--- src/mem_pkg.sv ---
package mem_pkg;

    // cpu side widths
    localparam int addr_w = 32;
    localparam int data_w = 32;

    // transfer length, number of bytes minus one
    typedef logic [1:0] len_t;

    // one queued cpu request
    typedef struct packed {
        logic              is_read;
        len_t              len;
        logic [addr_w-1:0] addr;
        // zero for reads
        logic [data_w-1:0] wdata;
    } req_t;

    // command byte bases, length is added in the low two bits
    localparam logic [7:0] cmd_read_base  = 8'hC0;
    localparam logic [7:0] cmd_write_base = 8'h80;

endpackage

--- src/req_fifo.sv ---
module req_fifo import mem_pkg::*; #(
    parameter int queue_depth = 2
) (
    input  logic c_re,
    input  logic rst,
    input  logic push,
    input  req_t push_req,
    input  logic pop,
    output req_t head_req,
    output logic not_empty
);

    localparam int ptr_w = $clog2(queue_depth);

    req_t             mem [queue_depth];
    logic [ptr_w-1:0] wr_ptr;
    logic [ptr_w-1:0] rd_ptr;
    logic [ptr_w:0]   count;
    logic             full;
    logic             do_push;
    logic             do_pop;

    assign not_empty = (count != '0);
    assign full      = (count == (ptr_w + 1)'(queue_depth));
    assign do_pop    = pop && not_empty;
    // a full queue still accepts a push when the head leaves this cycle
    assign do_push   = push && (!full || do_pop);
    assign head_req  = mem[rd_ptr];

    always_ff @(posedge c_re) begin
        if (do_push) begin
            mem[wr_ptr] <= push_req;
        end
    end

    // pointers wrap naturally, depth is a power of two
    always_ff @(posedge c_re or posedge rst) begin
        if (rst) begin
            wr_ptr <= '0;
            rd_ptr <= '0;
            count  <= '0;
        end else begin
            if (do_push) begin
                wr_ptr <= wr_ptr + 1'b1;
            end
            if (do_pop) begin
                rd_ptr <= rd_ptr + 1'b1;
            end
            case ({do_push, do_pop})
                2'b10:   count <= count + 1'b1;
                2'b01:   count <= count - 1'b1;
                default: count <= count;
            endcase
        end
    end

endmodule

--- src/cpu_port.sv ---
module cpu_port import mem_pkg::*; (
    input  logic              c_re,
    input  logic              rst,
    input  logic              cpu_rd,
    input  logic              cpu_wr,
    input  logic [addr_w-1:0] cpu_raddr,
    input  logic [addr_w-1:0] cpu_waddr,
    input  len_t              cpu_rlen,
    input  len_t              cpu_wlen,
    input  logic [data_w-1:0] cpu_wdata,
    input  logic              rd_done,
    input  logic              wr_done,
    output logic              cpu_rack,
    output logic              cpu_wack,
    output logic              push,
    output req_t              push_req
);

    logic rd_q;
    logic wr_q;
    logic rd_rise;
    logic wr_rise;
    // write that rose together with a read, pushed one cycle later
    logic wr_hold;
    logic sel_rd;
    logic sel_wr;

    assign rd_rise = cpu_rd && !rd_q;
    assign wr_rise = cpu_wr && !wr_q;
    assign sel_rd  = rd_rise;
    assign sel_wr  = !rd_rise && (wr_rise || wr_hold);

    always_ff @(posedge c_re or posedge rst) begin
        if (rst) begin
            rd_q     <= 1'b0;
            wr_q     <= 1'b0;
            wr_hold  <= 1'b0;
            push     <= 1'b0;
            cpu_rack <= 1'b0;
            cpu_wack <= 1'b0;
        end else begin
            rd_q <= cpu_rd;
            wr_q <= cpu_wr;
            push <= sel_rd || sel_wr;
            if (sel_rd && wr_rise) begin
                wr_hold <= 1'b1;
            end else if (sel_wr) begin
                wr_hold <= 1'b0;
            end
            // ack held until the strobe is seen low
            if (rd_done) begin
                cpu_rack <= 1'b1;
            end else if (!cpu_rd) begin
                cpu_rack <= 1'b0;
            end
            if (wr_done) begin
                cpu_wack <= 1'b1;
            end else if (!cpu_wr) begin
                cpu_wack <= 1'b0;
            end
        end
    end

    // cpu keeps address and data stable while its strobe is high
    always_ff @(posedge c_re) begin
        if (sel_rd) begin
            push_req <= '{is_read: 1'b1, len: cpu_rlen, addr: cpu_raddr, wdata: '0};
        end else if (sel_wr) begin
            push_req <= '{is_read: 1'b0, len: cpu_wlen, addr: cpu_waddr, wdata: cpu_wdata};
        end
    end

endmodule

--- src/link_strobe_ctrl.sv ---
module link_strobe_ctrl (
    input  logic       c_re,
    input  logic       rst,
    input  logic       send_req,
    input  logic       recv_req,
    input  logic [7:0] tx_byte,
    input  logic       u_wa,
    input  logic       u_ra,
    output logic [7:0] u_dout,
    output logic       u_we,
    output logic       u_re
);

    logic send_pend;
    logic recv_pend;

    always_ff @(posedge c_re or posedge rst) begin
        if (rst) begin
            send_pend <= 1'b0;
            recv_pend <= 1'b0;
            u_dout    <= '0;
            u_we      <= 1'b0;
            u_re      <= 1'b0;
        end else begin
            u_we <= 1'b0;
            u_re <= 1'b0;
            // tx_byte stays put until the sequencer's next send
            if (send_req || send_pend) begin
                if (u_wa) begin
                    u_we      <= 1'b1;
                    u_dout    <= tx_byte;
                    send_pend <= 1'b0;
                end else begin
                    send_pend <= 1'b1;
                end
            end
            if (recv_req || recv_pend) begin
                if (u_ra) begin
                    u_re      <= 1'b1;
                    recv_pend <= 1'b0;
                end else begin
                    recv_pend <= 1'b1;
                end
            end
        end
    end

endmodule

--- src/link_sequencer.sv ---
module link_sequencer import mem_pkg::*; (
    input  logic              c_re,
    input  logic              rst,
    input  logic              not_empty,
    input  req_t              head_req,
    input  logic              u_wack,
    input  logic              u_rack,
    input  logic [7:0]        u_din,
    output logic              pop,
    output logic              send_req,
    output logic              recv_req,
    output logic [7:0]        tx_byte,
    output logic [data_w-1:0] cpu_rdata,
    output logic              rd_done,
    output logic              wr_done
);

    typedef enum logic [2:0] {
        st_idle,
        st_cmd,
        st_addr,
        st_wdata,
        st_rdata
    } state_t;

    state_t     state;
    req_t       cur_req;
    // byte index within the address or data part
    logic [2:0] idx;
    logic [2:0] last;

    // low seven bits of octet k
    function automatic logic [7:0] seg_byte(input logic [31:0] word, input logic [1:0] k);
        return {1'b0, word[{k, 3'b000} +: 7]};
    endfunction

    // top bits of octets 0..len, bit k for octet k
    function automatic logic [7:0] top_byte(input logic [31:0] word, input len_t len);
        logic [7:0] b;
        b = 8'h00;
        for (int i = 0; i < 4; i++) begin
            if (i <= int'(len)) begin
                b[i] = word[i*8+7];
            end
        end
        return b;
    endfunction

    function automatic logic [7:0] cmd_byte(input req_t r);
        return (r.is_read ? cmd_read_base : cmd_write_base) + 8'(r.len);
    endfunction

    assign pop  = (state == st_idle) && not_empty;
    assign last = {1'b0, cur_req.len};

    always_ff @(posedge c_re) begin
        if (pop) begin
            cur_req <= head_req;
        end
    end

    always_ff @(posedge c_re or posedge rst) begin
        if (rst) begin
            state     <= st_idle;
            idx       <= '0;
            send_req  <= 1'b0;
            recv_req  <= 1'b0;
            tx_byte   <= '0;
            cpu_rdata <= '0;
            rd_done   <= 1'b0;
            wr_done   <= 1'b0;
        end else begin
            send_req <= 1'b0;
            recv_req <= 1'b0;
            rd_done  <= 1'b0;
            wr_done  <= 1'b0;
            case (state)
                st_idle: begin
                    if (pop) begin
                        send_req <= 1'b1;
                        tx_byte  <= cmd_byte(head_req);
                        state    <= st_cmd;
                    end
                end
                st_cmd: begin
                    if (u_wack) begin
                        idx      <= '0;
                        send_req <= 1'b1;
                        tx_byte  <= seg_byte(cur_req.addr, 2'd0);
                        state    <= st_addr;
                    end
                end
                st_addr: begin
                    if (u_wack) begin
                        if (idx < 3'd3) begin
                            send_req <= 1'b1;
                            tx_byte  <= seg_byte(cur_req.addr, idx[1:0] + 2'd1);
                            idx      <= idx + 3'd1;
                        end else if (idx == 3'd3) begin
                            // all four address octets carry a top bit
                            send_req <= 1'b1;
                            tx_byte  <= top_byte(cur_req.addr, 2'd3);
                            idx      <= idx + 3'd1;
                        end else begin
                            idx <= '0;
                            if (cur_req.is_read) begin
                                cpu_rdata <= '0;
                                recv_req  <= 1'b1;
                                state     <= st_rdata;
                            end else begin
                                send_req <= 1'b1;
                                tx_byte  <= seg_byte(cur_req.wdata, 2'd0);
                                state    <= st_wdata;
                            end
                        end
                    end
                end
                st_wdata: begin
                    if (u_wack) begin
                        if (idx < last) begin
                            send_req <= 1'b1;
                            tx_byte  <= seg_byte(cur_req.wdata, idx[1:0] + 2'd1);
                            idx      <= idx + 3'd1;
                        end else if (idx == last) begin
                            send_req <= 1'b1;
                            tx_byte  <= top_byte(cur_req.wdata, cur_req.len);
                            idx      <= idx + 3'd1;
                        end else begin
                            wr_done <= 1'b1;
                            state   <= st_idle;
                        end
                    end
                end
                st_rdata: begin
                    if (u_rack) begin
                        // reply byte k lands in lane k
                        cpu_rdata[{idx[1:0], 3'b000} +: 8] <= u_din;
                        if (idx == last) begin
                            rd_done <= 1'b1;
                            state   <= st_idle;
                        end else begin
                            idx      <= idx + 3'd1;
                            recv_req <= 1'b1;
                        end
                    end
                end
                default: state <= st_idle;
            endcase
        end
    end

endmodule

--- src/mem_uart_bridge.sv ---
module mem_uart_bridge import mem_pkg::*; #(
    parameter int queue_depth = 2
) (
    input  logic              c_re,
    input  logic              rst,
    input  logic              cpu_rd,
    input  logic              cpu_wr,
    input  logic [addr_w-1:0] cpu_raddr,
    input  logic [addr_w-1:0] cpu_waddr,
    input  len_t              cpu_rlen,
    input  len_t              cpu_wlen,
    input  logic [data_w-1:0] cpu_wdata,
    output logic [data_w-1:0] cpu_rdata,
    output logic              cpu_rack,
    output logic              cpu_wack,
    input  logic [7:0]        u_din,
    output logic [7:0]        u_dout,
    output logic              u_re,
    output logic              u_we,
    input  logic              u_rack,
    input  logic              u_wack,
    input  logic              u_ra,
    input  logic              u_wa
);

    logic       push;
    req_t       push_req;
    logic       pop;
    req_t       head_req;
    logic       not_empty;
    logic       rd_done;
    logic       wr_done;
    logic       send_req;
    logic       recv_req;
    logic [7:0] tx_byte;

    cpu_port cpu_port0 (
        .c_re, .rst,
        .cpu_rd, .cpu_wr, .cpu_raddr, .cpu_waddr, .cpu_rlen, .cpu_wlen, .cpu_wdata,
        .rd_done, .wr_done,
        .cpu_rack, .cpu_wack, .push, .push_req
    );

    req_fifo #(.queue_depth(queue_depth)) req_fifo0 (
        .c_re, .rst, .push, .push_req, .pop, .head_req, .not_empty
    );

    link_sequencer link_sequencer0 (
        .c_re, .rst, .not_empty, .head_req, .u_wack, .u_rack, .u_din,
        .pop, .send_req, .recv_req, .tx_byte, .cpu_rdata, .rd_done, .wr_done
    );

    link_strobe_ctrl link_strobe_ctrl0 (
        .c_re, .rst, .send_req, .recv_req, .tx_byte, .u_wa, .u_ra,
        .u_dout, .u_we, .u_re
    );

endmodule

--- config.mk ---
export PLATFORM = sky130hd
export DESIGN_NAME = mem_uart_bridge
export DESIGN_NICKNAME = d
export VERILOG_FILES = /design/src/mem_pkg.sv /design/src/req_fifo.sv /design/src/cpu_port.sv /design/src/link_strobe_ctrl.sv /design/src/link_sequencer.sv /design/src/mem_uart_bridge.sv
export SDC_FILE = /design/constraint.sdc
export NUM_CORES = 1
export LEC_CHECK = 0
export BUFFER_PORTS_ARGS = -buffer_cell sky130_fd_sc_hd__buf_2
export CORE_ASPECT_RATIO = 1.25
export CORE_UTILIZATION = 65
export CTS_BUF_LIST = sky130_fd_sc_hd__clkbuf_4
export DETAILED_ROUTE_END_ITERATION = 16
export GPL_TIMING_DRIVEN = 0
export PLACE_DENSITY = 0.95
export SYNTH_ARGS = -nofsm -noshare
export SYNTH_HDL_FRONTEND = slang
export SYNTH_SLANG_ARGS = --single-unit
--- constraint.sdc ---
create_clock -name c_re -period 13.9 [get_ports c_re]
set_input_delay 0.695 -clock c_re [delete_from_list [all_inputs] [get_ports c_re]]
set_output_delay 0.695 -clock c_re [all_outputs]
set_load 0.03 [all_outputs]
==> flow_summary_export.csv <==
group,metric,value,unit
power_and_ir_drop,p_sw,0.00105,W
critical_path,crit_arrival,4210,ps
power_and_ir_drop,switching_share,32.0,%
min_path,hold_path.startpoint,"cpu_wr",
yosys,ys_seq_area_share,71.5,%
critical_path,r2r_cells,14,
routing,via_count,8919,
sta,post-route-period-util,26.0,%
power_and_ir_drop,combPwrFrac,27.8,%
sta,slew_headroom,40.3,%
clocking,cts-root-buf,"clkbuf_4",
critical_path,worst-setup-path-type,"register to register",
floorplan,initial_utilization,66.3,%
yosys,async_flop_share,21.2,%
run_status,status,"complete, no violations",
sta,skew,62.2,ps
yosys,synth_ff_type,"edfxtp_1",
critical_path,slowest_stage,"dfrtp_1",
yosys,ys_seq_elements,340,
clocking,clkTransAtPathRegs,80,ps
global_route,grt-ovfl-total,0,
critical_path,startpoint_type,"register",
sta,setup_viol,0,
floorplan,io_pins,160,
floorplan,row_count,58,
sta,fin_tns_setup,0,ps
sta,drv_slew,0,
power_and_ir_drop,leakage,6.25,nW
yosys,avgSynthCellArea,14.0,um^2
global_route,grt_max_degree,73,
clocking,cts_tree,"yes",
sta,max_freq,0.276,GHz
min_path,hold_class,"input port to register",
power_and_ir_drop,power_frac_seq,46.3,%
cells_and_area,nNetsFinal,1320,
sta,fin_crit,3620,ps
critical_path,r2r_start,"link_sequencer0.idx[0]",
clocking,cts_hold_repair.buffers,0,
min_path,whs_path_depth,1,
global_route,antenna_found_initial,1,
power_and_ir_drop,internal_power,0.00224,W
sta,finalHoldViolations,0,
yosys,ys_types,58,
yosys,syn_nets,1078,
placement,hpwl,20.4,mm
routing,wl_per_cell,20.4,um
yosys,yosys_warnings,0,
routing,viasPerCell,5.85,
yosys,synth_common_cells,"edfxtp_1, nand2_1, o21ai_0, mux2_2, dfrtp_1",
placement,place.port_buffers,159,
routing,drc,0,
routing,drt_iter0_drc,755,
yosys,synth_area_leaders,"edfxtp_1, dfrtp_1, mux2_2",
routing,final_antenna_net_count,0,
clocking,clk_path_buf_depth,3,
routing,wl,31.1,mm
clocking,cts_htree_levels,3,
cells_and_area,layout-drive-gt1-share,32.3,%
critical_path,cp_cell_sequence,"buf_2, inv_1, ha_1, and3b_1, clkbuf_1, a211oi_1, or3_1, buf_6, nor2_4, buf_12, ha_1, xnor2_1, nor2_1, xnor2_1",
critical_path,crit_required,14490,ps
global_route,grt_pass1_wl,47.2,mm
yosys,synth.top_cell.area_share,53.0,%
yosys,synth_most_common_cell,"edfxtp_1",
global_route,grtUsageTotal,30.6,%
yosys,synth-edff-count,235,
cells_and_area,area_growth,17.6,%
floorplan,die_area,21100,um^2
routing,drt_first_pass_iters,5,
clocking,cts-buffers-inserted,76,
yosys,syn_area,13300,um^2
power_and_ir_drop,ir_worst_vdd,0.109,mV
clocking,cts-resized-gates,0,
floorplan,die_x,130,um
clocking,cts.sinks,340,
sta,holdWs,139,ps
floorplan,die_y,162,um
critical_path,endpoint_kind,"register",
clocking,post_cts_buffers,0,
power_and_ir_drop,p_clk_share,25.9,%
sta,worst_pin_slew,896,ps
placement,gp_congestion,0.880,
job,drv_cap,0,
global_route,grt_pass1_vias,9096,
sta,rsz0062_at_grt,"no",
critical_path,crit_start,"link_sequencer0.idx[0]",
yosys,synth_top_cell_by_area,"edfxtp_1",
critical_path,max_stage_delay,510,ps
critical_path,cp_max_fo,32,
clocking,insertion_delay,730,ps
power_and_ir_drop,power.density,211,nW/um^2
yosys,syn_inst,952,
floorplan,core-area,20100,um^2
==> power groups by stage <==
stage	Sequential (W)	Clock [W]	Combinational, W
after global placement	0.00154	0	0.000827
after CTS	0.00152	0.000861	0.000911
after global routing	0.00154	0.000910	0.000978
final	0.00153	0.000853	0.000918
after detailed placement	0.00154	0	0.000897
after floorplan	0.00152	0	0.000600
==> cell families after synthesis <==
logic type | after synthesis | synth area share [%]
muxes | 96 | 9.28
adders and majority gates | 10 | 0.939
DFF | 340 | 71.5
xor gates and xnor gates | 5 | 0.329
AOI/OAI and AO/OA | 161 | 7.03
and+or+nand+nor | 273 | 8.83
buffers and inverters | 67 | 2.13
==> per-stage QoR <==
| step | cell area [um^2] | setup WS [ps] | std cells | total power, W | utilization [%] |
|---|---|---|---|---|---|
| finish | 15700 | 10280 | 1525 | 0.00330 | 77.9 |
| global route | 15700 | 10060 | 1525 | 0.00343 | 77.9 |
| CTS | 15700 | 10270 | 1524 | 0.00330 | 77.9 |
| detailed placement | 14600 | 10320 | 1386 | 0.00243 | 72.5 |
| global placement | 14500 | 8110 | 1381 | 0.00237 | 71.9 |
| floorplan | 13300 | 9250 | 952 | 0.00212 | - |
==> worst max-delay path: cells and delay by family (launching register included) <==
family | cells | cell delay (ps)
adder cells (fa/ha/maj) | 2 | 510
XOR/XNOR | 2 | 260
flip-flops | 1 | 510
AO/OA/AOI/OAI | 1 | 130
buffers and inverters | 5 | 1230
AND/OR/NAND/NOR | 4 | 860
==> sequential cells by signal, summed over array words and instances, names as in the netlist, 2 cells and up <==
| name | cells |
|---|---|
| cpu_port0.push_req | 67 |
| link_sequencer0.cpu_rdata | 32 |
| link_sequencer0.cur_req | 67 |
| link_sequencer0.idx | 3 |
| link_sequencer0.state | 3 |
| link_sequencer0.tx_byte | 8 |
| link_strobe_ctrl0.u_dout | 8 |
| req_fifo0.count | 2 |
| req_fifo0.mem | 134 |
==> metal layers <==
metal,GRT usage [%],part of all wire (%),vias to the layer above
li1,-,-,3991
met1,35.0,35,4273
met2,52.4,52,527
met3,6.36,7.3,128
met4,19.0,5.0,0
met5,0,0,-
==> layout by cell type (no fill, tap or decap), types with 4 or more instances in the layout <==
cell / synthesis / routed
a21o_1: 7 / 7
a21oi_1: 42 / 42
a31oi_1: 4 / 4
a32o_1: 5 / 5
and4_1: 4 / 4
buf_1: 6 / 6
buf_12: 0 / 4
buf_2: 12 / 171
bufinv_16: 0 / 5
clkbuf_1: 29 / 29
clkbuf_4: 0 / 113
clkinv_1: 0 / 14
clkinv_2: 0 / 5
dfrtp_1: 72 / 72
dfxtp_1: 33 / 33
edfxtp_1: 235 / 235
ha_1: 10 / 10
inv_1: 14 / 13
mux2_2: 76 / 76
mux2i_1: 5 / 5
mux4_2: 14 / 14
nand2_1: 214 / 213
nand2b_1: 5 / 5
nor2_1: 24 / 23
o2111ai_1: 4 / 4
o21ai_0: 80 / 80
xnor2_1: 4 / 4
==> final cells by class <==
class | count | area (um^2)
Antenna cell | 1 | 2.50
Buffer | 52 | 225
Clock buffer | 113 | 848
Clock inverter | 25 | 231
Fill cell | 1064 | 4440
Inverter | 15 | 61.3
Multi-Input combinational cell | 545 | 3540
Sequential cell | 340 | 9520
Tap cell | 270 | 338
Timing Repair Buffer | 164 | 903
==> final timing paths <==
path | slack [ps] | to
setup / recovery | 10280 | req_fifo0.count[1]
hold / removal | 140 | cpu_port0.wr_q
setup reg to reg | 10280 | req_fifo0.count[1]
hold reg to reg | 390 | req_fifo0.mem[1][34]
max in group asynchronous | 13100 | cpu_port0.rd_q
min in group asynchronous | 190 | link_sequencer0.idx[2]
No activity file was read; power rests on OpenSTA's default activity.
